--- config.mk ---
export PLATFORM = sky130hd
export DESIGN_NAME = vga_timing
export DESIGN_NICKNAME = d
export VERILOG_FILES = /design/src/vga_pkg.sv /design/src/vga_timing.sv
export SDC_FILE = /design/constraint.sdc
export NUM_CORES = 1
export LEC_CHECK = 0
export ABC_AREA = 1
export BUFFER_PORTS_ARGS = -buffer_cell sky130_fd_sc_hd__buf_2
export CAP_MARGIN = 20
export CORE_AREA = 2 2 42 60
export CTS_CLUSTER_SIZE = 12
export DETAILED_ROUTE_END_ITERATION = 10
export DIE_AREA = 0 0 44 62
export GPL_ROUTABILITY_DRIVEN = 0
export HOLD_SLACK_MARGIN = 0.12
export PLACE_DENSITY_LB_ADDON = 0.1
export REMOVE_ABC_BUFFERS = 1
export SLEW_MARGIN = 5
export SYNTH_ARGS = -nofsm -noshare
export SYNTH_HDL_FRONTEND = slang
export SYNTH_SLANG_ARGS = --single-unit
--- constraint.sdc ---
create_clock -name vga_clk -period 3.4 [get_ports vga_clk]
set_input_delay 0.17 -clock vga_clk [delete_from_list [all_inputs] [get_ports vga_clk]]
set_output_delay 0.17 -clock vga_clk [all_outputs]
set_load 0.005 [all_outputs]
--- src/vga_pkg.sv ---
package vga_pkg;

    // 800x600 at 60 Hz with a 40 MHz pixel clock
    // Sync pulse comes first in each line and frame, then back porch, active, front porch

    // Horizontal timing in pixel clocks
    localparam int H_TOTAL     = 1056;
    localparam int H_SYNC      = 128;
    localparam int H_ACT_START = 216;
    localparam int H_ACTIVE    = 800;

    // Vertical timing in lines
    localparam int V_TOTAL     = 628;
    localparam int V_SYNC      = 4;
    localparam int V_ACT_START = 27;
    localparam int V_ACTIVE    = 600;

    // Counter widths
    localparam int H_CNT_W = 11;
    localparam int V_CNT_W = 10;

    // Pixel and ROM address widths
    localparam int PIX_W  = 8;
    localparam int ADDR_W = 16;

    // Layout mode codes; code 3 blanks the screen
    localparam logic [1:0] MODE_SINGLE = 2'd0;
    localparam logic [1:0] MODE_SIDE   = 2'd1;
    localparam logic [1:0] MODE_STACK  = 2'd2;

    // Test pattern byte for a ROM address
    // Low address byte plus high address byte, wrapping at 256
    function automatic logic [PIX_W-1:0] test_pixel(input logic [ADDR_W-1:0] a);
        logic [PIX_W-1:0] lo;
        logic [PIX_W-1:0] hi;
        lo = a[PIX_W-1:0];
        hi = a[ADDR_W-1:PIX_W];
        return PIX_W'(lo + hi);
    endfunction

endpackage

--- src/vga_timing.sv ---
`timescale 1ns/1ps

module vga_timing (
    input  logic                        vga_clk,
    input  logic                        sys_rst_n,
    output logic [vga_pkg::H_CNT_W-1:0] h_cnt,
    output logic [vga_pkg::V_CNT_W-1:0] v_cnt,
    output logic                        hsync_raw,
    output logic                        vsync_raw
);
    import vga_pkg::*;

    logic line_end;
    logic frame_end;

    assign line_end  = (h_cnt == H_CNT_W'(H_TOTAL - 1));
    assign frame_end = (v_cnt == V_CNT_W'(V_TOTAL - 1));

    // Column counter, runs every cycle
    always_ff @(posedge vga_clk or negedge sys_rst_n) begin
        if (!sys_rst_n) begin
            h_cnt <= '0;
        end else if (line_end) begin
            h_cnt <= '0;
        end else begin
            h_cnt <= h_cnt + H_CNT_W'(1);
        end
    end

    // Line counter, steps on the last column of each line
    always_ff @(posedge vga_clk or negedge sys_rst_n) begin
        if (!sys_rst_n) begin
            v_cnt <= '0;
        end else if (line_end) begin
            if (frame_end) begin
                v_cnt <= '0;
            end else begin
                v_cnt <= v_cnt + V_CNT_W'(1);
            end
        end
    end

    // Syncs are low during the first columns / lines
    assign hsync_raw = (h_cnt >= H_CNT_W'(H_SYNC));
    assign vsync_raw = (v_cnt >= V_CNT_W'(V_SYNC));

endmodule
* Yosys cells after proc, flatten, opt, wreduce, memory -nomap -nowiden
Cells that the tools add are included.
Storage, ports and cells: register bits 21, output and inout port bits 23
Cells by class: magnitude comparators 2, $add $sub $neg 2, eq/ne operators 2, mux-type cells 2
Operators with widths (count):
- adder 11 x 1 -> 11 bit (second input constant) | 1
- == test 11 bit (second input constant) | 1
- >= comparator 11 x 8 -> 1 bit (second input constant) | 1
- two-way mux 11 bit | 1
- adder 10 x 1 -> 10 bit (second input constant) | 1
- == test 10 bit (second input constant) | 1
- >= comparator 10 x 3 -> 1 bit (second input constant) | 1
- two-way mux 10 bit | 1

* Logic depth before layout (Yosys ltp)
word-level depth 2, gate-level depth with buffers 8, depth with buffers taken out 8

* Worst setup path after synthesis
Ideal clock, no wire load.
path kind flip-flop to flip-flop, start register h_cnt[0] (netlist name), end register v_cnt[3] (netlist name), period minus slack after synthesis 1358 ps, buffers on the path 1, arrival 1231 ps, setup time 127 ps, stages on the path, launching flop included 8, setup slack 2042 ps, cells stage by stage dfrtp_1 -> ha_1 -> nand2_2 -> nor2_4 -> nand2_2 -> nor2_4 -> buf_4 -> o21ai_0
Between the ends: longest elaborated chain between the ends 1
Ends and longest elaborated chain:
- start, declared | RTL line vga_timing.sv:6 | output logic [vga_pkg::H_CNT_W-1:0] h_cnt,
- start signal, assigned | RTL line vga_timing.sv:26 | h_cnt <= h_cnt + H_CNT_W'(1);
- == test 11 bit | RTL line vga_timing.sv:16 | assign line_end = (h_cnt == H_CNT_W'(H_TOTAL - 1));
- end signal, assigned | RTL line vga_timing.sv:38 | v_cnt <= v_cnt + V_CNT_W'(1);
- end, declared | RTL line vga_timing.sv:7 | output logic [vga_pkg::V_CNT_W-1:0] v_cnt,
Every way passes these cells. A chain may end at the register's enable or synchronous reset.

* Final worst setup path
start register h_cnt[0] (netlist name), end register v_cnt[6] (netlist name)
The elaborated chain is that of the path after synthesis.

==> PnR_summary.wiki <==
{| class="wikitable"
! Metric !! Value
|-
| Normalized max-slew margin || 0.680
|-
| Count of hold buffers inserted by post-cts repair || 1
|-
| Post-CTS clock slew at the launch and capture registers of the worst setup and hold paths || 0.12 ns
|-
| Power share of the clock group || 0.325
|-
| Antenna cells || 0
|-
| Highest layer used for signal routing || met4
|-
| Post-CTS sizing || 0
|-
| DRC viols || 0
|-
| Worst setup SP type || register
|-
| Overflow after GRT || 0
|-
| Post-Route Setup TNS || 0 ns
|-
| Adder-Cell Fraction of Synth Area || 0.0420
|-
| Die width || 44 microns
|-
| Fraction of the cycle the final worst path needs || 0.522
|-
| Final hold viol count || 0
|-
| Met3 wire length || 98 microns
|-
| Layout Nets || 189
|-
| Initial drt markers || 20
|-
| Basic-gate share of the synthesized area counting and, or, nand and nor cells || 0.314
|-
| Antenna Violating Nets Remaining || 0
|-
| Average size of a mapped cell || 7.64 sq um
|-
| Prevailing post-synth register cell || sky130_fd_sc_hd__dfrtp_1
|-
| Cell internal power dissipation || 297 uW
|-
| Tightest Pin Transition || 0.481 ns
|-
| Via Count || 1072
|-
| Area enclosed by the die boundary || 2730 sq um
|-
| Layout cell share with drive strength beyond 1 || 0.170
|-
| Length of routed met2 wiring || 1280 microns
|-
| Total track usage || 0.207
|-
| Share of the synthesized area in compound gates (AO/OA/AOI/OAI) || 0.0504
|-
| Reg power frac || 0.659
|-
| RSZ-0062 raised after global routing || no
|-
| Global-route wire length before repair || 4090 microns
|-
| Kind of critical path || register to register
|-
| Number of global-route vias before repair || 908
|-
| Floorplan Core Area || 2260 sq um
|-
| Switching part of the total || 0.217
|-
| Mux contribution to synthesized area || 0
|-
| Count of maximum capacitance violations || 0
|-
| Achievable frequency || 563 MHz
|-
| CTS max path bufs || 2
|-
| Layout Cells excl Fill || 205
|-
| CP Capture Type || register
|-
| Synth top cells by count || sky130_fd_sc_hd__nand2_1 (33), sky130_fd_sc_hd__inv_1 (26), sky130_fd_sc_hd__nor2_1 (22)
|-
| Fraction of the yosys area taken by sequential cells || 0.441
|-
| Leakage power || 0.000749 uW
|-
| Outcome || complete, no violations
|-
| Parity-gate share of the synthesized area counting xor and xnor cells || 0.0514
|-
| Pin count of the biggest net entering global routing || 23
|-
| Synth top area share || 0.441
|-
| Maximum single-stage delay on the critical path || 0.43 ns
|-
| Post-DR vias/cell || 5.23
|-
| Combinational family with the most area after synthesis || simple AND/OR/NAND/NOR gates
|-
| Site Rows || 21
|-
| Estimated wirelength of the detail-placed design || 1830 microns
|-
| Worst-Skew Late Latency || 0.31 ns
|-
| Synthesis warning total || 0
|-
| Routed WL per cell || 12.2 microns
|-
| Number of storage elements in the synthesis netlist || 21
|-
| CP Data Arrival Time || 1.99 ns
|-
| Layout Skew || 0.00124 ns
|-
| Total iterations of the first detailed-routing run || 4
|-
| Fill cell count || 202
|-
| CTS tree || built
|-
| Clk Tree Root Cell || sky130_fd_sc_hd__clkbuf_4
|-
| Highest-delay cell along the critical path || sky130_fd_sc_hd__dfrtp_1
|-
| Die height || 62 microns
|-
| Distinct cells, synth || 18
|-
| Final period demand of the worst path || 1.78 ns
|-
| Cell type with the largest total area after synthesis || sky130_fd_sc_hd__dfrtp_1
|-
| Cell family with the largest share of critical-path delay || simple AND/OR/NAND/NOR gates
|-
| Number of pins exceeding their max-slew limit in the final report || 0
|-
| Post-CTS Setup Inserts || 0
|-
| Cell area after synthesis || 1190 sq um
|-
| Antenna violations before repair || 0
|-
| Number of buffers inserted by port buffering || 24
|-
| Pwr dens || 280 nW/um^2
|-
| Final setup violation count || 0
|-
| Area Growth Syn to Fin || 13.5%
|-
| Number of placed instances with taps included || 200
|-
| Met1 Routed Length || 1070 microns
|-
| Effective utilization at floorplan || 0.528
|-
| WP data required || 3.61 ns
|-
| Io pins || 25
|-
| Max H-tree Level || 1
|-
| Clock net sink count || 21
|-
| Fraction of synthesis flops using an asynchronous set or reset pin || 1.00
|-
| Instance count of the mapped netlist || 156
|-
| Sw Pwr || 82.0 uW
|-
| Hold/Removal Path Class || input pin to asynchronous set/reset pin
|-
| Combinational fraction of design power || 0.016
|-
| Number of buffers created by CTS || 3
|-
| Worst-path maximum fanout || 22
|-
| Overall routed net length || 2500 microns
|-
| Max VDD drop || 0.000176 V
|-
| CP Cell Sequence || ha_1 > nand2_2 > nor2_4 > nand2_2 > nor2_4 > inv_1 > nand2_1 > nand2_1
|-
| Number of enable-type register cells in the synthesized netlist || 0
|-
| Dominant cells by area after synthesis || sky130_fd_sc_hd__dfrtp_1 (44%), sky130_fd_sc_hd__nand2_1 (10%), sky130_fd_sc_hd__inv_1 (8.2%)
|-
| Count of buffering cells on the critical path with inverters included || 1
|-
| Most repeated cell in the gate-level netlist after synthesis || sky130_fd_sc_hd__nand2_1
|}
==> power groups by stage <==
stage	registers (uW)	clock network (uW)	logic, uW
global route	250	136	7.19
finish	250	123	6.05
floorplan	255	0	0.000328
CTS	250	125	6.46
detailed placement	254	0	5.68
global placement	254	0	5.47
==> kinds of logic after synthesis <==
| family | Yosys count |
|---|---|
| buffers and inverters | 29 |
| DFF | 21 |
| adders and majority gates | 4 |
| AOI/OAI and AO/OA | 12 |
| xor gates and xnor gates | 7 |
| and+or+nand+nor | 83 |
==> registers in the layout, indices dropped and copies added, names as in the netlist <==
name   count
h_cnt     11
v_cnt     10
==> path summary, 6_finish.rpt <==
path	cells after the start	start	endpoint	slack [ns]
setup / recovery	8	h_cnt[0]	v_cnt[6]	1.62
hold / removal	2	sys_rst_n	h_cnt[10]	0.34
setup reg to reg	8	h_cnt[0]	v_cnt[6]	1.62
hold reg to reg	1	h_cnt[0]	h_cnt[0]	0.52
max in group asynchronous	2	sys_rst_n	h_cnt[4]	2.74
min in group vga_clk	1	h_cnt[0]	h_cnt[0]	0.52
==> cell usage in the layout (no fill, tap or decap) <==
cell,n
sky130_fd_sc_hd__clkbuf_4,3
sky130_fd_sc_hd__nand4_1,8
sky130_fd_sc_hd__dfrtp_1,21
sky130_fd_sc_hd__nand2_2,2
sky130_fd_sc_hd__nand3_1,14
sky130_fd_sc_hd__inv_1,26
sky130_fd_sc_hd__clkbuf_1,1
sky130_fd_sc_hd__nand2_1,33
sky130_fd_sc_hd__nand3b_1,1
sky130_fd_sc_hd__ha_1,4
sky130_fd_sc_hd__nor2_4,2
sky130_fd_sc_hd__buf_2,24
sky130_fd_sc_hd__xnor2_1,1
sky130_fd_sc_hd__a21oi_1,2
sky130_fd_sc_hd__nor2_1,22
sky130_fd_sc_hd__xor2_1,6
sky130_fd_sc_hd__nor3_1,1
sky130_fd_sc_hd__o21ai_0,10
sky130_fd_sc_hd__dlygate4sd3_1,1
==> metal layers <==
metal  track usage  up-vias
met5             0        -
met4        0.0909        0
met3        0.0260        5
met2         0.372       29
met1         0.246      499
li1              -      539
==> cell type report <==
class	instances	area [sq um]	area share
well taps	23	28.8	0.0213
multi-input cells	106	546	0.403
repair buffers	25	130	0.0961
clock buffers	4	26.3	0.0194
inverters	26	97.6	0.0721
flip-flops and latches	21	526	0.388
==> through the flow <==
stage	total power, uW	area (sq um)	util	setup slack, ns	hold slack [ns]
finish	379	1350	0.599	1.62	0.339
global route	393	1350	0.599	1.45	0.368
CTS	381	1350	0.599	1.62	0.355
detailed placement	260	1320	0.583	1.62	0.160
global placement	260	1320	0.583	1.72	0.151
floorplan	255	1170	-	1.87	-0.126
Note: power is estimated with default switching activity, not from simulation.
