===== config.mk =====
export PLATFORM = sky130hd
export DESIGN_NAME = display_window
export DESIGN_NICKNAME = d
export VERILOG_FILES = /design/src/vga_pkg.sv /design/src/display_window.sv
export SDC_FILE = /design/constraint.sdc
export NUM_CORES = 1
export LEC_CHECK = 0
export BUFFER_PORTS_ARGS = -buffer_cell sky130_fd_sc_hd__clkbuf_2
export CAP_MARGIN = 20
export CELL_PAD_IN_SITES_DETAIL_PLACEMENT = 0
export CELL_PAD_IN_SITES_GLOBAL_PLACEMENT = 1
export CORE_MARGIN = 1.5
export CORE_UTILIZATION = 50
export DETAILED_ROUTE_END_ITERATION = 7
export PLACE_DENSITY = 0.9
export SLEW_MARGIN = 25
export SYNTH_ARGS = -nofsm -noshare
export SYNTH_HDL_FRONTEND = slang
export SYNTH_SLANG_ARGS = --single-unit

===== constraint.sdc =====
create_clock -name vga_clk -period 15.4 [get_ports vga_clk]
set_input_delay 3.08 -clock vga_clk [delete_from_list [all_inputs] [get_ports vga_clk]]
set_output_delay 3.08 -clock vga_clk [all_outputs]
set_load 0.02 [all_outputs]

===== src/vga_pkg.sv =====
package vga_pkg;

    // 800x600 at 60 Hz with a 40 MHz pixel clock
    // Sync pulse comes first in each line and frame, then back porch, active, front porch

    // Horizontal timing in pixel clocks
    localparam int H_TOTAL     = 1056;
    localparam int H_SYNC      = 128;
    localparam int H_ACT_START = 216;
    localparam int H_ACTIVE    = 800;

    // Vertical timing in lines
    localparam int V_TOTAL     = 628;
    localparam int V_SYNC      = 4;
    localparam int V_ACT_START = 27;
    localparam int V_ACTIVE    = 600;

    // Counter widths
    localparam int H_CNT_W = 11;
    localparam int V_CNT_W = 10;

    // Pixel and ROM address widths
    localparam int PIX_W  = 8;
    localparam int ADDR_W = 16;

    // Layout mode codes; code 3 blanks the screen
    localparam logic [1:0] MODE_SINGLE = 2'd0;
    localparam logic [1:0] MODE_SIDE   = 2'd1;
    localparam logic [1:0] MODE_STACK  = 2'd2;

    // Test pattern byte for a ROM address
    // Low address byte plus high address byte, wrapping at 256
    function automatic logic [PIX_W-1:0] test_pixel(input logic [ADDR_W-1:0] a);
        logic [PIX_W-1:0] lo;
        logic [PIX_W-1:0] hi;
        lo = a[PIX_W-1:0];
        hi = a[ADDR_W-1:PIX_W];
        return PIX_W'(lo + hi);
    endfunction

endpackage


===== src/display_window.sv =====
`timescale 1ns/1ps

module display_window #(
    parameter int IMG_WIDTH  = 200,
    parameter int IMG_HEIGHT = 200
) (
    input  logic                        vga_clk,
    input  logic                        sys_rst_n,
    input  logic [vga_pkg::H_CNT_W-1:0] h_cnt,
    input  logic [vga_pkg::V_CNT_W-1:0] v_cnt,
    input  logic [1:0]                  display_mode,
    input  logic [1:0]                  zoom_in_level,
    input  logic [1:0]                  zoom_out_level,
    output logic                        in_image,
    output logic [7:0]                  img_x,
    output logic [7:0]                  img_y
);
    import vga_pkg::*;

    // Per-frame settings
    logic [1:0] mode_r;
    logic [1:0] zin_r;
    logic [1:0] zout_r;

    logic [1:0] zin_clamp;
    logic [1:0] zout_clamp;
    logic [1:0] zin_fit;

    logic [H_CNT_W-1:0] copy_w;
    logic [H_CNT_W-1:0] x0;
    logic [H_CNT_W-1:0] x1;
    logic [H_CNT_W-1:0] dx;
    logic [V_CNT_W-1:0] copy_h;
    logic [V_CNT_W-1:0] y0;
    logic [V_CNT_W-1:0] y1;
    logic [V_CNT_W-1:0] dy;
    logic               hit_x0;
    logic               hit_x1;
    logic               hit_y0;
    logic               hit_y1;

    // Region a single copy lives in, per layout
    function automatic logic [H_CNT_W-1:0] region_w(input logic [1:0] mode);
        return (mode == MODE_SIDE) ? H_CNT_W'(H_ACTIVE / 2) : H_CNT_W'(H_ACTIVE);
    endfunction

    function automatic logic [V_CNT_W-1:0] region_h(input logic [1:0] mode);
        return (mode == MODE_STACK) ? V_CNT_W'(V_ACTIVE / 2) : V_CNT_W'(V_ACTIVE);
    endfunction

    // Clamp levels, let zoom out win, then pick the largest zoom in that fits
    always_comb begin
        zin_clamp  = (zoom_in_level == 2'd3) ? 2'd2 : zoom_in_level;
        zout_clamp = (zoom_out_level == 2'd3) ? 2'd2 : zoom_out_level;
        zin_fit    = 2'd0;
        if (zout_clamp == 2'd0) begin
            for (int k = 1; k <= 2; k++) begin
                if (k <= zin_clamp &&
                    (IMG_WIDTH << k) <= region_w(display_mode) &&
                    (IMG_HEIGHT << k) <= region_h(display_mode)) begin
                    zin_fit = 2'(k);
                end
            end
        end
    end

    // Settings are taken only at the first cycle of a frame
    always_ff @(posedge vga_clk or negedge sys_rst_n) begin
        if (!sys_rst_n) begin
            mode_r <= MODE_SINGLE;
            zin_r  <= 2'd0;
            zout_r <= 2'd0;
        end else if (h_cnt == '0 && v_cnt == '0) begin
            mode_r <= display_mode;
            zin_r  <= zin_fit;
            zout_r <= zout_clamp;
        end
    end

    // Copy placement; second copy sits one region further on
    always_comb begin
        copy_w = H_CNT_W'((IMG_WIDTH >> zout_r) << zin_r);
        copy_h = V_CNT_W'((IMG_HEIGHT >> zout_r) << zin_r);
        x0 = H_CNT_W'(H_ACT_START) + ((region_w(mode_r) - copy_w) >> 1);
        y0 = V_CNT_W'(V_ACT_START) + ((region_h(mode_r) - copy_h) >> 1);
        x1 = (mode_r == MODE_SIDE) ? x0 + H_CNT_W'(H_ACTIVE / 2) : x0;
        y1 = (mode_r == MODE_STACK) ? y0 + V_CNT_W'(V_ACTIVE / 2) : y0;

        hit_x0 = (h_cnt >= x0) && (h_cnt < x0 + copy_w);
        hit_x1 = (h_cnt >= x1) && (h_cnt < x1 + copy_w);
        hit_y0 = (v_cnt >= y0) && (v_cnt < y0 + copy_h);
        hit_y1 = (v_cnt >= y1) && (v_cnt < y1 + copy_h);

        // Mode 3 shows nothing
        in_image = (mode_r != 2'd3) && (hit_x0 || hit_x1) && (hit_y0 || hit_y1);

        dx = hit_x0 ? h_cnt - x0 : h_cnt - x1;
        dy = hit_y0 ? v_cnt - y0 : v_cnt - y1;

        // Subsample on zoom out, repeat on zoom in
        if (zout_r != 2'd0) begin
            img_x = 8'(dx << zout_r);
            img_y = 8'(dy << zout_r);
        end else begin
            img_x = 8'(dx >> zin_r);
            img_y = 8'(dy >> zin_r);
        end
    end

endmodule


[Word-level counts from Yosys, hierarchy flattened]
Cells that the tools add are included.
Word-level totals
  register bits: 6
  bits of input ports: 29
  memory bits (read-only): 0
  latch bits: 0
  memories: 0
  word-level logic and storage cells: 76
  output and inout bits: 17
  bits in writable memories: 0
Cells by class
  eq/ne operators: 7
  magnitude comparators: 14
  add/sub/neg operators: 14
  bitwise logic cells: 0
  divide/modulo/power cells: 0
  mux-type cells: 15
  shift operators: 6
  reductions and logical operators: 17
  $mul: 0
Operator list (number)
  two-way mux 10 bit: 6
  << shifter 32 x 2 -> 11 bit: 1
  right shift 8 x 2 -> 32 bit, first input constant: 1
  subtractor 10 bit: 3
  adder 11 bit: 2
  >= comparator 11 bit: 2
  less-than comparator 11 bit: 2
  two-way mux 11 bit: 2
  subtractor 11 bit: 2
  adder 10 bit: 2
  >= comparator 10 bit: 2
  less-or-equal comparator 10 bit, first input constant: 2
  less-than comparator 10 bit: 2
  two-way mux 8 bit: 2
  adder 11 x 9 -> 11 bit, second input constant: 1
  adder 8 x 10 -> 11 bit, first input constant: 1
  less-or-equal comparator 9 x 11 -> 1 bit, first input constant: 1
  logical AND 1 bit: 11
  zero test 11 bit: 1
  << shifter 11 x 2 -> 8 bit: 1
  right shift 11 x 2 -> 8 bit: 1
  subtractor 10 x 11 -> 11 bit: 1
  adder 10 x 9 -> 10 bit, second input constant: 1
  adder 5 x 9 -> 10 bit, first input constant: 1
  other kinds (14): 22

[Longest topological paths before layout]
  depth after elaboration: 12
  mapped depth: 32
  mapped depth without buffers: 28

[Worst setup path before layout]
No wires, ideal clock.
  path type: register to output
  from: reg zout_r[0]
  to: out img_x[3]
  path slack: 4.974 ns
  buffers on the path: 4
  data required time: 12.320 ns
  cell stages (with the launch flop): 31
  arrival time: 7.346 ns
  cells stage by stage: dfrtp_1 > buf_1 > clkinv_1 > clkbuf_1 > ha_1 > nor2b_1 > a21o_1 > inv_1 > ha_1 > clkbuf_1 > nand3b_1 > a2111oi_4 > o21ai_2 > xor2_1 > or4_1 > and2_1 > inv_1 > ha_1 > a21oi_1 > o31ai_1 > a21o_1 > a21oi_1 > xnor2_1 > ha_1 > nor2b_1 > o31ai_1 > nand2b_1 > nor3_2 > clkbuf_1 > o21ai_0 > o32ai_1
Between the ends
  word-level cells in the longest chain between the ends: 10
  elaborated cells on any way between the ends: 17
Ends and longest elaborated chain
  start, declared: RTL line display_window.sv:23  | logic [1:0] zout_r;
  start signal, assigned: RTL line display_window.sv:76  | zout_r <= zout_clamp;
  right shift 8 x 2 -> 32 bit: RTL line display_window.sv:82  | copy_w = H_CNT_W'((IMG_WIDTH >> zout_r) << zin_r);
  << shifter 32 x 2 -> 11 bit
  subtractor 10 x 11 -> 11 bit: RTL line display_window.sv:84  | x0 = H_CNT_W'(H_ACT_START) + ((region_w(mode_r) - copy_w) >> 1);
  adder 8 x 10 -> 11 bit: RTL line display_window.sv:84
  adder 11 x 9 -> 11 bit / adder 11 bit (equally long branches): RTL line display_window.sv:86, display_window.sv:89
  two-way mux 11 bit / less-than comparator 11 bit (equally long branches): RTL line display_window.sv:86, display_window.sv:89
  subtractor 11 bit / logical AND 1 bit (equally long branches): RTL line display_window.sv:97, display_window.sv:89
  two-way mux 11 bit: RTL line display_window.sv:97  | dx = hit_x0 ? h_cnt - x0 : h_cnt - x1;
  right shift 11 x 2 -> 8 bit / << shifter 11 x 2 -> 8 bit (equally long branches): RTL line display_window.sv:105, display_window.sv:102
  two-way mux 8 bit *: RTL line display_window.sv:101  | if (zout_r != 2'd0) begin
  end, declared: RTL line display_window.sv:15  | output logic [7:0] img_x,
Every way passes the cells marked *; elsewhere a longest branch is shown, timed or not.

[Worst setup path in the final report]
  from: reg zout_r[0]
  to: out img_x[5]
The elaborated chain is that of the path after synthesis.

==> results_tabular.tex <==
\begin{tabular}{lr}
\hline
Metric & Value \\
\hline
\multicolumn{2}{l}{\textbf{Status}} \\
Result of the run & complete, no violations \\
\multicolumn{2}{l}{\textbf{Timing}} \\
Count of final max-slew check failures & 0 \\
RSZ-0062 raised after global routing & no \\
Clock Skew & 0 ns \\
Final critical-path share of the clock period & 0.7887 \\
Final setup violation count & 0 \\
Transition time at the pin with the least slew margin & 0.7982 ns \\
Slew Limit Headroom & 0.4527 \\
Shortest period the worst path allows & 12.15 ns \\
Sum of negative setup slack & 0 ns \\
Hold Violations, Final & 0 \\
Highest Clock Rate & 82.33 MHz \\
\multicolumn{2}{l}{\textbf{Min path}} \\
Path type of the worst min-delay path & reg2reg \\
Worst Min Path Start & mode\_r[0]\$\_DFFE\_PN0P\_ \\
\multicolumn{2}{l}{\textbf{Layout}} \\
Share of cells above drive strength 1 & 0.09023 \\
Sequential standard cell area & 125.1 µm² \\
Relative area change from synthesis to final layout & 7.437\% \\
Layout Cell Area excl Fill & 6146 µm² \\
Number of antenna cells inserted & 0 \\
Final net count & $\sim$950 \\
Total area of multi-input combinational cells & 5290 µm² \\
Filler instances & 1082 \\
\multicolumn{2}{l}{\textbf{Logic synthesis}} \\
Post-synthesis cell area & $\sim$5700 µm² \\
Async set-or-reset flop fraction in the synthesized netlist & 1.000 \\
Synthesized area per cell & approximately 7.3 µm² \\
Portion of the post-synthesis area used by sequential elements & 0.02187 \\
Count of flip-flops with a built-in enable after synthesis & 0 \\
Library cell with the highest instance count after synthesis & sky130\_fd\_sc\_hd\_\_ha\_1 \\
Top cell types by occurrence after synthesis & sky130\_fd\_sc\_hd\_\_ha\_1 (110), sky130\_fd\_sc\_hd\_\_xnor2\_1 (59), sky130\_fd\_sc\_hd\_\_inv\_1 (55), sky130\_fd\_sc\_hd\_\_a21oi\_1 (53), sky130\_fd\_sc\_hd\_\_nand2\_1 (52) \\
Top-area cell type share of the netlist area & 0.2406 \\
Area leader, netlist & sky130\_fd\_sc\_hd\_\_ha\_1 \\
Gate Count Post-Synth & around 800 \\
Post-Synthesis Net Count & 921 \\
Number of distinct library cell variants in the gate-level netlist after synthesis & 74 \\
Cells taking the most area after synthesis & sky130\_fd\_sc\_hd\_\_ha\_1 (24\%), sky130\_fd\_sc\_hd\_\_xnor2\_1 (9.0\%), sky130\_fd\_sc\_hd\_\_a21oi\_1 (4.6\%) \\
Synthesis warning total & 0 \\
Number of register bits inferred by synthesis & 5 \\
Synth Flop Type & sky130\_fd\_sc\_hd\_\_dfrtp\_1 \\
\multicolumn{2}{l}{\textbf{Worst setup path}} \\
Depth of the worst register-to-register path & 2 \\
R2r startpoint & zout\_r[0]\$\_DFFE\_PN0P\_ \\
Setup slack, reg-to-reg & 13.36 ns \\
Element type at the critical path start & flop \\
CP startpoint & zout\_r[0]\$\_DFFE\_PN0P\_ \\
End point of the critical path & img\_x[5] \\
Crit path kind & reg2out \\
Critical-path cell with the highest stage delay & sky130\_fd\_sc\_hd\_\_dfrtp\_1 \\
Worst-path fanout max & 24 \\
Number of logic stages on the critical path including buffering & 29 \\
CP endpoint kind & output pin \\
Arrival time reported for the critical path endpoint & 9.07 ns \\
Reg-to-Reg End & zout\_r[0]\$\_DFFE\_PN0P\_ \\
Number of buffer and inverter instances along the worst setup path & 4 \\
Worst path top cell family by delay & simple AND/OR/NAND/NOR gates \\
Required arrival time at the worst endpoint & 12.32 ns \\
Most used cell, CP & sky130\_fd\_sc\_hd\_\_ha\_1 \\
Crit-path max cell delay & roughly 0.85 ns \\
\multicolumn{2}{l}{\textbf{Clocking}} \\
Number of levels the H-tree was split into & 1 \\
Clock network latency to the later pin of the worst-skew pair & about 0.23 ns \\
Number of buffers created by CTS & 3 \\
Post-CTS Resized & 0 \\
Number of sinks handled by clock tree synthesis & 5 \\
Hold buffer count at CTS & 0 \\
CTS tree & yes \\
Clock transition at the registers of the reported paths & 0.03 ns \\
Root Buffer & sky130\_fd\_sc\_hd\_\_clkbuf\_16 \\
Post-CTS repair timing setup buffer count & 0 \\
Clock Path Buffers & 2 \\
\multicolumn{2}{l}{\textbf{GRT}} \\
Global-route usage over all layers & 0.2949 \\
Number of antenna violations at the first check in global routing & 0 \\
GRT met2 Usage & 0.5683 \\
Wire length of the first global-routing pass & 28.13 mm \\
Met1 usage & 0.3447 \\
Met3 Resource Use GR & 0.01600 \\
Final global-route overflow total & 0 \\
Most used routing layer & met2 \\
Maximum number of pins on one net before global-route repair & 25 \\
Number of global-route vias before repair & 5797 \\
\multicolumn{2}{l}{\textbf{Placed design}} \\
Gp weighted congestion & roughly 0.92 \\
Placed inst area & 6061 µm² \\
Detail Placement HPWL & about 14 mm \\
Port Buf Inserts & 45 \\
\multicolumn{2}{l}{\textbf{Die}} \\
Rows & 38 \\
Die Width & 110.0 µm \\
Die footprint & 12090 µm² \\
I/O pins & 46 \\
Standard cell core area & 10980 µm² \\
Starting density of the core & 0.5208 \\
Overall die height & 110.0 µm \\
\multicolumn{2}{l}{\textbf{Route}} \\
Average detailed-routed wire length per instance & 18.33 µm \\
Number of DRC markers after the initial detailed-route iteration & 450 \\
Via density per instance & $\sim$6.3 \\
Iteration count of the initial detailed-routing pass & 5 \\
Vias after detailed routing & 6015 \\
DR DRC count & 0 \\
Final ANT Viol Nets & 0 \\
Final wirelength & 17.39 mm \\
\multicolumn{2}{l}{\textbf{Run}} \\
MaxCap Viol Count & 0 \\
\multicolumn{2}{l}{\textbf{Pwr}} \\
Cell area power density & 20.73 nW/µm² \\
Static Leakage & between 2 and 3 nW \\
Worst-case vdd ir drop & between 0.015 and 0.02 mV \\
\hline
\end{tabular}
==> registers in the layout, summed over array words and instances, names as in the netlist <==
signal / cells
mode_r: 2
zout_r: 2
zin_r: 1
==> placed cells by master (no fill, tap or decap), types with 10 or more instances in the layout <==
cell type | Yosys | final
sky130_fd_sc_hd__ha_1 | 110 | 110
sky130_fd_sc_hd__xnor2_1 | 59 | 59
sky130_fd_sc_hd__inv_1 | 55 | 55
sky130_fd_sc_hd__a21oi_1 | 53 | 53
sky130_fd_sc_hd__nand2_1 | 52 | 52
sky130_fd_sc_hd__o21ai_0 | 48 | 47
sky130_fd_sc_hd__nor2_1 | 45 | 45
sky130_fd_sc_hd__clkbuf_2 | 0 | 45
sky130_fd_sc_hd__a21o_1 | 25 | 25
sky130_fd_sc_hd__nand3_1 | 22 | 22
sky130_fd_sc_hd__xor2_1 | 21 | 21
sky130_fd_sc_hd__nor3_1 | 19 | 19
sky130_fd_sc_hd__nor2b_1 | 16 | 16
sky130_fd_sc_hd__nand2b_1 | 16 | 16
sky130_fd_sc_hd__mux2i_1 | 14 | 14
sky130_fd_sc_hd__a211oi_1 | 11 | 11
sky130_fd_sc_hd__o21a_1 | 11 | 11
sky130_fd_sc_hd__o21bai_1 | 11 | 11
sky130_fd_sc_hd__o211ai_1 | 10 | 10
==> logic make-up (layout without fill, tap and decap cells) <==
group,count (synthesis),in the layout,share of synthesized area
and+or+nand+nor,232,232,0.2104
AOI/OAI and AO/OA,238,238,0.2826
xor gates and xnor gates,82,82,0.1306
DFF,5,5,0.02187
muxes,21,21,0.03828
adders and majority gates,119,119,0.2618
buffers and inverters,82,112,0.05446
==> metrics by stage <==
step	util	total power [W]	cells	setup slack (ns)	hold slack, ns
2_1_floorplan	-	0.00006154	779	4.974	0.5326
3_3_place_gp	0.5518	0.00008227	945	3.742	0.6747
3_5_place_dp	0.5518	0.00008311	945	3.390	0.6677
4_1_cts	0.5590	0.0001268	949	3.097	0.6838
5_1_grt	0.5596	0.0001360	949	2.629	0.6883
6_report	0.5596	0.0001274	949	3.254	0.6708
==> area by class of cell <==
type,instances,area share
Clock buffer,4,0.01283
Inverter,59,0.03603
Multi-Input combinational cell,692,0.8607
Sequential cell,5,0.02036
Tap cell,140,0.02850
Timing Repair Buffer,49,0.04153
==> report_power, final <==
part | internal, W | leakage [nW] | switching [W]
clock network | 0.0000343 | 0.0382 | 0.00000886
logic | 0.0000291 | 2.72 | 0.0000419
registers | 0.0000132 | 0.0542 | 0.00000000284
==> how the worst min path moves through the flow <==
stage,endpoint,slack [ns],depth (start not counted)
final,mode_r[0]$_DFFE_PN0P_,0.67,1
after global routing,mode_r[1]$_DFFE_PN0P_,0.69,1
after CTS,mode_r[0]$_DFFE_PN0P_,0.68,1
after detailed placement,mode_r[0]$_DFFE_PN0P_,0.67,1
after global placement,mode_r[0]$_DFFE_PN0P_,0.67,1
after floorplan,mode_r[0]$_DFFE_PN0P_,0.53,1
==> metal layers <==
| layer | part of all wire | vias up |
|---|---|---|
| li1 | - | 2950 |
| met1 | 0.41 | 2814 |
| met2 | 0.51 | 214 |
| met3 | 0.053 | 37 |
| met4 | 0.032 | 0 |
| met5 | 0 | - |
No activity file was read; power rests on OpenSTA's default activity.
