$ cat src/vga_pkg.sv
package vga_pkg;

    // 800x600 at 60 Hz with a 40 MHz pixel clock
    // Sync pulse comes first in each line and frame, then back porch, active, front porch

    // Horizontal timing in pixel clocks
    localparam int H_TOTAL     = 1056;
    localparam int H_SYNC      = 128;
    localparam int H_ACT_START = 216;
    localparam int H_ACTIVE    = 800;

    // Vertical timing in lines
    localparam int V_TOTAL     = 628;
    localparam int V_SYNC      = 4;
    localparam int V_ACT_START = 27;
    localparam int V_ACTIVE    = 600;

    // Counter widths
    localparam int H_CNT_W = 11;
    localparam int V_CNT_W = 10;

    // Pixel and ROM address widths
    localparam int PIX_W  = 8;
    localparam int ADDR_W = 16;

    // Layout mode codes; code 3 blanks the screen
    localparam logic [1:0] MODE_SINGLE = 2'd0;
    localparam logic [1:0] MODE_SIDE   = 2'd1;
    localparam logic [1:0] MODE_STACK  = 2'd2;

    // Test pattern byte for a ROM address
    // Low address byte plus high address byte, wrapping at 256
    function automatic logic [PIX_W-1:0] test_pixel(input logic [ADDR_W-1:0] a);
        logic [PIX_W-1:0] lo;
        logic [PIX_W-1:0] hi;
        lo = a[PIX_W-1:0];
        hi = a[ADDR_W-1:PIX_W];
        return PIX_W'(lo + hi);
    endfunction

endpackage

$ cat src/pixel_fetch.sv
`timescale 1ns/1ps

module pixel_fetch #(
    parameter int IMG_WIDTH = 200
) (
    input  logic                       vga_clk,
    input  logic                       sys_rst_n,
    input  logic                       in_image,
    input  logic [7:0]                 img_x,
    input  logic [7:0]                 img_y,
    input  logic                       hsync_raw,
    input  logic                       vsync_raw,
    input  logic [vga_pkg::PIX_W-1:0]  q,
    output logic [vga_pkg::ADDR_W-1:0] addr,
    output logic                       vga_hsync,
    output logic                       vga_vsync,
    output logic [vga_pkg::PIX_W-1:0]  vga_rgb
);
    import vga_pkg::*;

    // Stage 1 and stage 2 copies of the hit flag and syncs
    logic hit_d1;
    logic hit_d2;
    logic hs_d1;
    logic hs_d2;
    logic vs_d1;
    logic vs_d2;

    // Stage 1, row-major address; held outside the image
    always_ff @(posedge vga_clk or negedge sys_rst_n) begin
        if (!sys_rst_n) begin
            addr <= '0;
        end else if (in_image) begin
            addr <= ADDR_W'(img_y * IMG_WIDTH + img_x);
        end
    end

    // Delay line, matched to the ROM read
    always_ff @(posedge vga_clk or negedge sys_rst_n) begin
        if (!sys_rst_n) begin
            hit_d1 <= 1'b0;
            hit_d2 <= 1'b0;
            hs_d1  <= 1'b1;
            hs_d2  <= 1'b1;
            vs_d1  <= 1'b1;
            vs_d2  <= 1'b1;
        end else begin
            hit_d1 <= in_image;
            hit_d2 <= hit_d1;
            hs_d1  <= hsync_raw;
            hs_d2  <= hs_d1;
            vs_d1  <= vsync_raw;
            vs_d2  <= vs_d1;
        end
    end

    // Stage 3, output registers
    always_ff @(posedge vga_clk or negedge sys_rst_n) begin
        if (!sys_rst_n) begin
            vga_rgb   <= '0;
            vga_hsync <= 1'b1;
            vga_vsync <= 1'b1;
        end else begin
            vga_rgb   <= hit_d2 ? q : '0;
            vga_hsync <= hs_d2;
            vga_vsync <= vs_d2;
        end
    end

endmodule

$ cat config.mk
export PLATFORM = sky130hd
export DESIGN_NAME = pixel_fetch
export DESIGN_NICKNAME = d
export VERILOG_FILES = /design/src/vga_pkg.sv /design/src/pixel_fetch.sv
export SDC_FILE = /design/constraint.sdc
export NUM_CORES = 1
export LEC_CHECK = 0
export BUFFER_PORTS_ARGS = -buffer_cell sky130_fd_sc_hd__buf_4
export CAP_MARGIN = 25
export CORE_MARGIN = 1.5
export CORE_UTILIZATION = 42
export DETAILED_ROUTE_END_ITERATION = 16
export PLACE_DENSITY = 0.64
export RECOVER_POWER = 25
export SLEW_MARGIN = 25
export SYNTH_ARGS = -nofsm -noshare
export SYNTH_HDL_FRONTEND = slang
export SYNTH_SLANG_ARGS = --single-unit
export TNS_END_PERCENT = 50
$ cat constraint.sdc
create_clock -name vga_clk -period 1.1 [get_ports vga_clk]
set_input_delay 0.11 -clock vga_clk [delete_from_list [all_inputs] [get_ports vga_clk]]
set_output_delay 0.11 -clock vga_clk [all_outputs]
set_load 0.02 [all_outputs]
======== Word level (Yosys, flattened, before mapping) ========
Cells that the tools add are included.
word-level totals
  register bits after elaboration ......... 32
  input port bits ......................... 29
  output and inout port bits .............. 26
  word-level logic and storage cells ...... 13
cells by class
  $add $sub $neg .......................... 1
  multipliers ............................. 1
  muxes and demuxes ....................... 1
operators with widths
  cell                                                                 count
  16-bit by 8-bit adder with 16-bit output                             1
  8-bit by 5-bit multiplier with 13-bit output, second input constant  1
  8-bit two-way mux                                                    1

======== Depth between registers and ports, before layout ========
Gate-level depths: netlist (run 1).
  depth in word-level cells ............... 2
  mapped depth ............................ 13

======== Least setup slack after synthesis (run 1) ========
No wires, ideal clock.
  path kind ............................... in2reg
  start point ............................. in img_y[3]
  end point ............................... reg addr[15] (netlist name)
  data arrival time ....................... 2,961 ps
  data required time ...................... 980 ps
  path slack .............................. -1,981 ps
  stages on the path ...................... 13
  path buffers ............................ 1
  path through ............................ ha_1 > ha_1 > inv_1 > fa_1 > inv_1 > ha_1 > buf_2 > and3_2 > a221oi_2 > xnor2_1 > nand3_2 > a2111o_1 > a31o_1
between the ends
  word-level cells in the longest chain between the ends .. 2
RTL lines
  what                                          line               RTL
  from (decl)                                   pixel_fetch.sv:10  input logic [7:0] img_y,
  8-bit by 5-bit multiplier with 13-bit output  pixel_fetch.sv:34  addr <= ADDR_W'(img_y * IMG_WIDTH + img_x);
  16-bit by 8-bit adder with 16-bit output      pixel_fetch.sv:34
  to (signal assigned)                          pixel_fetch.sv:34
  to (decl)                                     pixel_fetch.sv:14  output logic [vga_pkg::ADDR_W-1:0] addr,
Every way passes these cells.
A chain may end at the register's enable or synchronous reset.

======== Worst setup path in the final report (run 1) ========
Same ends and word-level chain as after synthesis.

==> results of run 1 <==
-- power by group --
group / switching, mW / internal [mW] / total (mW)
Sequential: 0.108 / 1.39 / 1.50
Combinational: 1.37 / 1.60 / 2.97
Clock: 0.413 / 0.671 / 1.08
Total: 1.89 / 3.66 / 5.55
-- synthesized netlist by cell type, drive strengths merged, types with 2 or more instances --
| cell | instances | area, um2 |
|---|---|---|
| a21o | 2 | 15.0 |
| a211oi | 2 | 15.0 |
| ha | 33 | 413 |
| dfrtp | 26 | 651 |
| or3 | 2 | 12.5 |
| buf | 2 | 16.3 |
| o2111ai | 2 | 17.5 |
| mux2 | 10 | 113 |
| nor2 | 12 | 45.0 |
| dfstp | 6 | 158 |
| a21oi | 9 | 45.0 |
| and2 | 8 | 50.1 |
| inv | 12 | 45.0 |
| clkbuf | 2 | 7.51 |
| nand2 | 7 | 26.3 |
| xnor2 | 8 | 70.1 |
| fa | 4 | 80.1 |
| nor3 | 3 | 15.0 |
| nand3 | 3 | 20.0 |
| o21ai | 6 | 30.0 |
| o21a | 3 | 22.5 |
| or2 | 3 | 18.8 |
| a31o | 2 | 17.5 |
| nor2b | 5 | 31.3 |
| xor2 | 5 | 43.8 |
-- final timing paths --
path                                start         end
max in group asynchronous       sys_rst_n     addr[6]
min in group asynchronous       sys_rst_n  vga_rgb[2]
worst min register to register      vs_d2   vga_vsync
worst max-delay path             img_y[3]    addr[15]
worst max register to register    addr[8]     addr[8]
worst min-delay path                 q[5]  vga_rgb[5]
-- flip-flops by register name (all words and copies together), names as in the netlist --
signal,count
addr,16
hit_d1,1
hit_d2,1
hs_d1,1
hs_d2,1
vga_hsync,1
vga_rgb,8
vga_vsync,1
vs_d1,1
vs_d2,1
-- per-stage QoR --
| step | utilization [%] | TNS, ns | setup slack, ns |
|---|---|---|---|
| 3_5_place_dp | 62.1 | -16.21 | -1.98 |
| 3_3_place_gp | 62.1 | -16.05 | -1.96 |
| 6_report | 70.4 | -10.88 | -1.51 |
| 4_1_cts | 68.3 | -11.00 | -1.49 |
| 2_1_floorplan | - | -12.73 | -1.81 |
| 5_1_grt | 70.4 | -11.79 | -1.60 |
-- kinds of logic after synthesis --
family / count (synthesis) / synth area share, %
AO/OA/AOI/OAI: 35 / 12.1
XOR/XNOR: 13 / 5.38
adder cells (fa/ha/maj): 37 / 23.3
buffers and inverters: 16 / 3.25
flip-flops: 32 / 38.2
multiplexers: 11 / 5.80
AND/OR/NAND/NOR: 47 / 11.9
-- per-layer routing --
layer	global-route usage [%]	vias up	wire [um]
met3	5.28	5	241
met1	23.4	817	2030
met2	34.3	46	2480
met5	0	-	0
li1	-	876	-
met4	3.70	0	30
-- cell type report --
class	instances	area share, %
clock buffers	6	2.16
repair buffers	100	23.3
clock inverters	2	1.04
well taps	67	2.49
inverters	12	1.34
multi-input cells	143	45.7
flip-flops and latches	32	24.0
-- what timing repair did --
action,in CTS,in global routing
hold buffers,3,0
endpoints found under the hold margin,28,0
setup buffers,1,0
pin swaps,21,12
gates resized for setup,29,16
setup endpoints to repair,11,11
==> results.cfg, run 1 <==
[sta]
fin_worst_skew_ns = 0.00279
hold_slack_ns = 0.0391
fmax_mhz = 383
finalMaxSlewViolations = 0
setup_ws_ns = -1.51
relSlewSlack_pct = 48.8
fin_crit_sh_pct = 238
period_minus_slack_ns = 2.61
worst_slew_pin_slew_ns = 0.768
hold_viol = 0
rsz0062_at_grt = true
setup_viol = 11

[route]
drtIter0Drc = 26
drc = 0
vias_per_cell = 4.82
detail-route-antenna-nets = 0
wirelength_mm = 4.78
wl_per_cell_um = 13.2
vias = 1744
drt_first_pass_iters = 4

[die]
boundaryPins = 55
start_util_pct = 44.2
fp.dieW_um = 74.0
rows = 25
fp.dieH_um = 74.0
core_area_um2 = 4790
dieArea_um2 = 5470

[power]
powerDensity_nw_per_um2 = 1650
finalPower_mw = 5.55
vdd.ir_drop.worst_mv = 1.35
p_leak_nw = 1.58

[grt]
grt_pass1_wl_mm = 8.01
grt_pass1_vias = 1833
grt_max_degree = 33
grt.total_usage_pct = 19.3
gr-total-overflow = 0
antenna_found_initial = 0

[synthesis]
syn_area_per_cell_um2 = 11.1
yosys_warnings = 0
ys_seq_area_share_pct = 38.2
synth_area_um2 = 2110
ys_ff_latch = 32
synth_enable_flop_cells = 0
async_flop_share_pct = 100
synthCells = 191
ys.flop_type = dfrtp_1
synthesis.nets = 257
synth_cell_types = 42

[worst_hold_path]
min_path_type = in -> reg
whs_path_depth = 2

[cells_and_area]
final_nets = 360
nFillCells = 377
drive_gt1_share_pct = 55.6
seq_area_um2 = 808
insertedDiodeCount = 0
final_common_cell = buf_4
fin_cells = 362
layout_common_cells = buf_4 (87), dfrtp_1 (26), ha_1 (19)
fin_area_um2 = 3370
multi_input_area_um2 = 1540
area_growth_pct = 59.2

[placed_design]
placed_area_um2 = 2970
dp.cells = 350
place_congestion = 0.725
io_buffers = 54
dpl.hpwl_mm = 3.55

[cts]
cts_tree = done
htree_levels = 2
cts_sinks = 32
clkTransAtPathRegs_ns = 0.06
cts_buffer_depth = 2
cts_made_buffers = 5
root_buffer = clkbuf_8
clkLatencyLatePin_ns = 0.28

[setup_path]
timing.reg2reg.setup_slack_ns = 0.26
crit_buf_inv = 3
cpPeakStageDelay_ns = 0.49
worstSetupEndpointType = flip-flop
r2r.worst_path.cells = 2
crit_fanout = 5
critPathKind = in -> reg
cp-start-kind = primary input
path_cells = buf_8, ha_4, ha_4, inv_2, fa_1, inv_2, ha_4, a21o_1, a221oi_4, xnor2_2, nand3_2, a2111o_1, a31o_1
crit_slowest_cell = fa_1
cp.depth = 13
arrival_ns = 2.79
path_delay_family = adder cells
cp_common_cell = ha_4
required_ns = 1.28

[flow_run]
cap_violations = 0

[status]
status = finished with violations
violations = negative setup slack
(Power assumes the default switching activity.)
==> inputs of run 2 (changes only) <==
--- a/config.mk
+++ b/config.mk
@@ -10,7 +10,7 @@
 export CORE_MARGIN = 1.5
 export CORE_UTILIZATION = 42
 export DETAILED_ROUTE_END_ITERATION = 16
-export PLACE_DENSITY = 0.64
+export PLACE_DENSITY = 0.66
 export RECOVER_POWER = 25
 export SLEW_MARGIN = 25
 export SYNTH_ARGS = -nofsm -noshare
==> constraint.sdc (replaced) <==
create_clock -name vga_clk -period 2.2 [get_ports vga_clk]
set_input_delay 0.22 -clock vga_clk [delete_from_list [all_inputs] [get_ports vga_clk]]
set_output_delay 0.22 -clock vga_clk [all_outputs]
set_load 0.02 [all_outputs]
==> results.cfg, run 2 (synthesis results as in run 1) <==
[sta]
fin_crit_sh_pct = 126
rsz0062_at_grt = true
period_minus_slack_ns = 2.77
worst_slew_pin_slew_ns = 0.763
finalMaxSlewViolations = 0
tns_ns = -2.27
relSlewSlack_pct = 49.1
fin_worst_skew_ns = 0.00609
setup_viol = 7
hold_viol = 0
setup_ws_ns = -0.568
fmax_mhz = 361

[power]
combPwrFrac_pct = 53.3
switching_power_mw = 0.915
p_leak_nw = 1.50
p_int_mw = 1.72
seqPwrFrac_pct = 28.4
p_clk_share_pct = 18.3
swShare_pct = 34.7
vdd.ir_drop.worst_mv = 0.603
powerDensity_nw_per_um2 = 830

[placed_design]
place_congestion = 0.799
dpl.hpwl_mm = 3.49
io_buffers = 54
pre_cts_slack_ns = -1.05
placed_area_um2 = 2900

[route]
detail-route-antenna-nets = 0
wirelength_mm = 4.46
vias = 1707
wl_per_cell_um = 12.7
drc = 0
drtIter0Drc = 54
vias_per_cell = 4.86
drt_first_pass_iters = 4

[setup_path]
worstSetupEndpointType = flip-flop
critPathKind = in -> reg
cp-start-kind = primary input
crit_fanout = 4
arrival_ns = 2.93
required_ns = 2.36

[flow_run]
cap_violations = 0

[grt]
grt.total_usage_pct = 17.2
grt_pass1_vias = 1715
gr-total-overflow = 0
antenna_found_initial = 0
grt_pass1_wl_mm = 7.40
grt_max_degree = 33

[cts]
root_buffer = clkbuf_8
cts_made_buffers = 5
cts_sinks = 32
clkLatencyLatePin_ns = 0.27
cts_buffer_depth = 2
htree_levels = 2
cts_tree = done
clkTransAtPathRegs_ns = 0.06
post_cts_buffers = 0

[cells_and_area]
final_common_cell = buf_4
final_core_util_pct = 66.4
largest_register_ffs = 16
nFillCells = 390
reg_top3 = addr (16), vga_rgb (8)
area_growth_pct = 50.2
drive_gt1_share_pct = 51.4
regMostFlops = addr
layout_common_cells = buf_4 (81), dfrtp_1 (26), ha_1 (21)
insertedDiodeCount = 0
fin_area_um2 = 3180
final_nets = 349

[die]
boundaryPins = 55
core_area_um2 = 4790
fp.dieW_um = 74.0
start_util_pct = 44.2
fp.dieH_um = 74.0
dieArea_um2 = 5470
rows = 25

[status]
status = finished with violations
violations = negative setup slack

[worst_hold_path]
min_path_type = in -> reg
==> run 2: changes by cell type in the layout (fill, tap and decap cells not counted), moves of 2 or more <==
cell | previous run | this run
dlygate4sd3_1 | 3 | 1
ha_2 | 0 | 3
buf_6 | 4 | 2
and2_0 | 0 | 4
ha_4 | 14 | 9
clkbuf_8 | 5 | 7
buf_4 | 87 | 81
and2_1 | 8 | 4
ha_1 | 19 | 21
==> run 2: routing by layer <==
layer / share of wire [%] / global-route usage [%]
met2: 50 / 29.9
met4: 0 / 1.23
met1: 46 / 23.0
met3: 4.1 / 3.79
met5: 0 / 0
==> run 2: final timing paths <==
path	cells after the start	slack [ns]	end	from
worst min-delay path	1	0.06	vs_d1	vsync_raw
min in group asynchronous	2	0.55	vga_rgb[2]	sys_rst_n
max in group asynchronous	2	1.15	addr[3]	sys_rst_n
worst min register to register	0	0.35	vga_vsync	vs_d2
worst max-delay path	13	-0.57	addr[15]	img_y[3]
worst max register to register	2	1.38	addr[8]	addr[8]
==> run 2: per-stage QoR <==
step | instances | hold slack (ns) | power [mW]
2_1_floorplan | 191 | -0.0756 | 1.51
3_3_place_gp | 342 | 0.174 | 2.00
3_5_place_dp | 342 | 0.178 | 2.02
4_1_cts | 351 | 0.0476 | 2.64
5_1_grt | 351 | 0.0445 | 2.81
6_report | 351 | 0.0584 | 2.64
==> run 2: area by class of cell <==
cell class | instances | area, um2 | area share (%)
inverter | 12 | 45.0 | 1.42
tap | 67 | 83.8 | 2.64
sequential | 32 | 808 | 25.4
clock buffer | 8 | 100 | 3.15
multi-input combinational | 143 | 1450 | 45.6
timing repair buffer | 89 | 691 | 21.7
==> run 2: power by group through the flow <==
stage	sequential [mW]	combinational [mW]	clock, mW
after floorplan	0.879	0.631	0
after global placement	0.755	1.24	0
after detailed placement	0.758	1.27	0
after CTS	0.750	1.40	0.493
after global routing	0.763	1.54	0.517
final	0.749	1.41	0.482
==> run 2: worst max-delay path, cell delays in order <==
cell	delay, ns
buf_8	0.11
ha_4	0.23
ha_4	0.26
inv_2	0.03
fa_1	0.48
inv_2	0.04
ha_4	0.22
a21o_1	0.20
a221oi_4	0.32
xnor2_2	0.19
nand3_2	0.12
a2111o_1	0.30
a31o_1	0.20
==> run 2: what timing repair did <==
item                                    4_1_cts  5_1_grt
hold buffers                                  1        0
resized for setup                            28        7
cloned                                        0        0
endpoints found under the setup margin        8        7
pin swaps                                    13        3
hold endpoints to repair                     26        0
==> inputs of run 3 (changes only) <==
--- a/config.mk
+++ b/config.mk
@@ -5,6 +5,7 @@
 export SDC_FILE = /design/constraint.sdc
 export NUM_CORES = 1
 export LEC_CHECK = 0
+export ABC_CLOCK_PERIOD_IN_PS = 2200
 export BUFFER_PORTS_ARGS = -buffer_cell sky130_fd_sc_hd__buf_4
 export CAP_MARGIN = 25
 export CORE_MARGIN = 1.5
@@ -12,6 +13,7 @@
 export DETAILED_ROUTE_END_ITERATION = 16
 export PLACE_DENSITY = 0.66
 export RECOVER_POWER = 25
+export REMOVE_ABC_BUFFERS = 1
 export SLEW_MARGIN = 25
 export SYNTH_ARGS = -nofsm -noshare
 export SYNTH_HDL_FRONTEND = slang
==> results.cfg, run 3 (synthesis results as in run 1) <==
[cts]
cts_made_buffers = 5
clkLatencyLatePin_ns = 0.27
htree_levels = 2
root_buffer = clkbuf_8
clkTransAtPathRegs_ns = 0.06
cts_sinks = 32
cts_buffer_depth = 2
cts_tree = done

[grt]
gr-total-overflow = 0
antenna_found_initial = 0
grt_pass1_vias = 1843
grt.total_usage_pct = 19.2
grt_max_degree = 33
grt_pass1_wl_mm = 8.09

[die]
rows = 25
dieArea_um2 = 5470
start_util_pct = 44.2
fp.dieH_um = 74.0
core_area_um2 = 4790
boundaryPins = 55
fp.dieW_um = 74.0

[setup_path]
cp-start-kind = primary input
critPathKind = in -> reg
r2r.worst_path.cells = 2
worstSetupEndpointType = flip-flop
r2r-end = addr[8]
arrival_ns = 2.96
crit_fanout = 3
timing.reg2reg.setup_slack_ns = 1.38
r2r-start = addr[8]
required_ns = 2.36

[sta]
relSlewSlack_pct = 48.7
period_minus_slack_ns = 2.80
setup_viol = 7
rsz0062_at_grt = true
setup_ws_ns = -0.602
hold_viol = 0
worst_slew_pin_slew_ns = 0.770
fmax_mhz = 357
hold_slack_ns = 0.0582
fin_worst_skew_ns = 0.00417
finalMaxSlewViolations = 0
fin_crit_sh_pct = 127

[power]
powerDensity_nw_per_um2 = 812
p_leak_nw = 1.53
vdd.ir_drop.worst_mv = 0.655
finalPower_mw = 2.69

[status]
violations = negative setup slack
status = finished with violations

[route]
detail-route-antenna-nets = 0
wl_per_cell_um = 13.7
vias_per_cell = 4.96
wirelength_mm = 4.88
drtIter0Drc = 29
drc = 0
vias = 1764
drt_first_pass_iters = 4

[placed_design]
place_congestion = 0.747
io_buffers = 54
dpl.hpwl_mm = 3.45

[cells_and_area]
layout_common_cells = buf_4 (82), dfrtp_1 (26), ha_1 (19)
reg_top3 = addr (16), vga_rgb (8)
insertedDiodeCount = 0
drive_gt1_share_pct = 55.4
area_growth_pct = 56.9
regMostFlops = addr
final_common_cell = buf_4
nFillCells = 357
largest_register_ffs = 16
final_nets = 354

[worst_hold_path]
whs_path_depth = 1
hold-path-endpoint = vs_d1
hp-start = vsync_raw
min_path_type = in -> reg

[flow_run]
cap_violations = 0
==> run 3: changes by cell type in the layout (fill, tap and decap cells not counted), sizes merged <==
cell    before  now
buf         85   90
clkinv       0    1
clkbuf      11   10
==> run 3: final cells by class <==
type	instances	area, um2	share of cell area, %
multi-input cells	143	1560	46.9
flip-flops and latches	32	808	24.4
repair buffers	94	743	22.4
well taps	67	83.8	2.53
clock buffers	7	76.3	2.30
inverters	12	45.0	1.36
clock inverters	1	5.00	0.151
==> run 3: critical path: stages <==
cell,delay [ns]
buf_8,0.10
ha_4,0.23
ha_4,0.26
inv_2,0.03
fa_1,0.49
inv_2,0.05
ha_4,0.28
buf_6,0.11
nand3_4,0.06
nor2_4,0.14
nor3_2,0.05
or3_4,0.40
a2111o_1,0.37
a31o_1,0.18
==> run 3: worst max path at each step <==
stage | depth (start not counted) | slack [ns] | endpoint | start
floorplan | 12 | -0.96 | addr[15] | img_y[3]
global placement | 13 | -1.12 | addr[15] | img_y[3]
detailed placement | 13 | -1.18 | addr[15] | img_y[3]
CTS | 14 | -0.55 | addr[15] | img_y[4]
global route | 11 | -0.68 | addr[15] | img_y[5]
finish | 14 | -0.60 | addr[15] | img_y[4]
==> run 3: where the power goes <==
| group | switching, mW | total, mW | leakage (nW) | internal [mW] |
|---|---|---|---|---|
| Sequential | 0.0506 | 0.748 | 0.376 | 0.697 |
| Combinational | 0.723 | 1.53 | 1.12 | 0.812 |
| Clock | 0.191 | 0.412 | 0.0422 | 0.221 |
==> run 3: through the flow <==
stage          worst slack (ns)  area [um2]  TNS [ns]  cells  util (%)
2_1_floorplan            -0.959        2090     -4.33    187         -
3_3_place_gp              -1.12        2850     -6.65    344      59.6
3_5_place_dp              -1.18        2850     -6.85    344      59.6
4_1_cts                  -0.553        3250     -2.48    356      68.0
5_1_grt                  -0.679        3320     -3.12    356      69.3
6_report                 -0.602        3320     -2.54    356      69.3
==> run 3: per-layer routing <==
metal,up-vias,global-route usage (%),wire [um]
met5,-,0,0
met4,0,4.53,53
met3,6,5.15,204
met2,35,32.9,2480
met1,855,24.2,2150
li1,868,-,-
==> run 3: timing repair <==
item | CTS | global route
setup buffers | 3 | 0
endpoints found under the hold margin | 26 | 0
hold buffers | 1 | 0
endpoints found under the setup margin | 8 | 9
pin swaps | 24 | 11
cloned | 0 | 0
gates resized for setup | 43 | 15
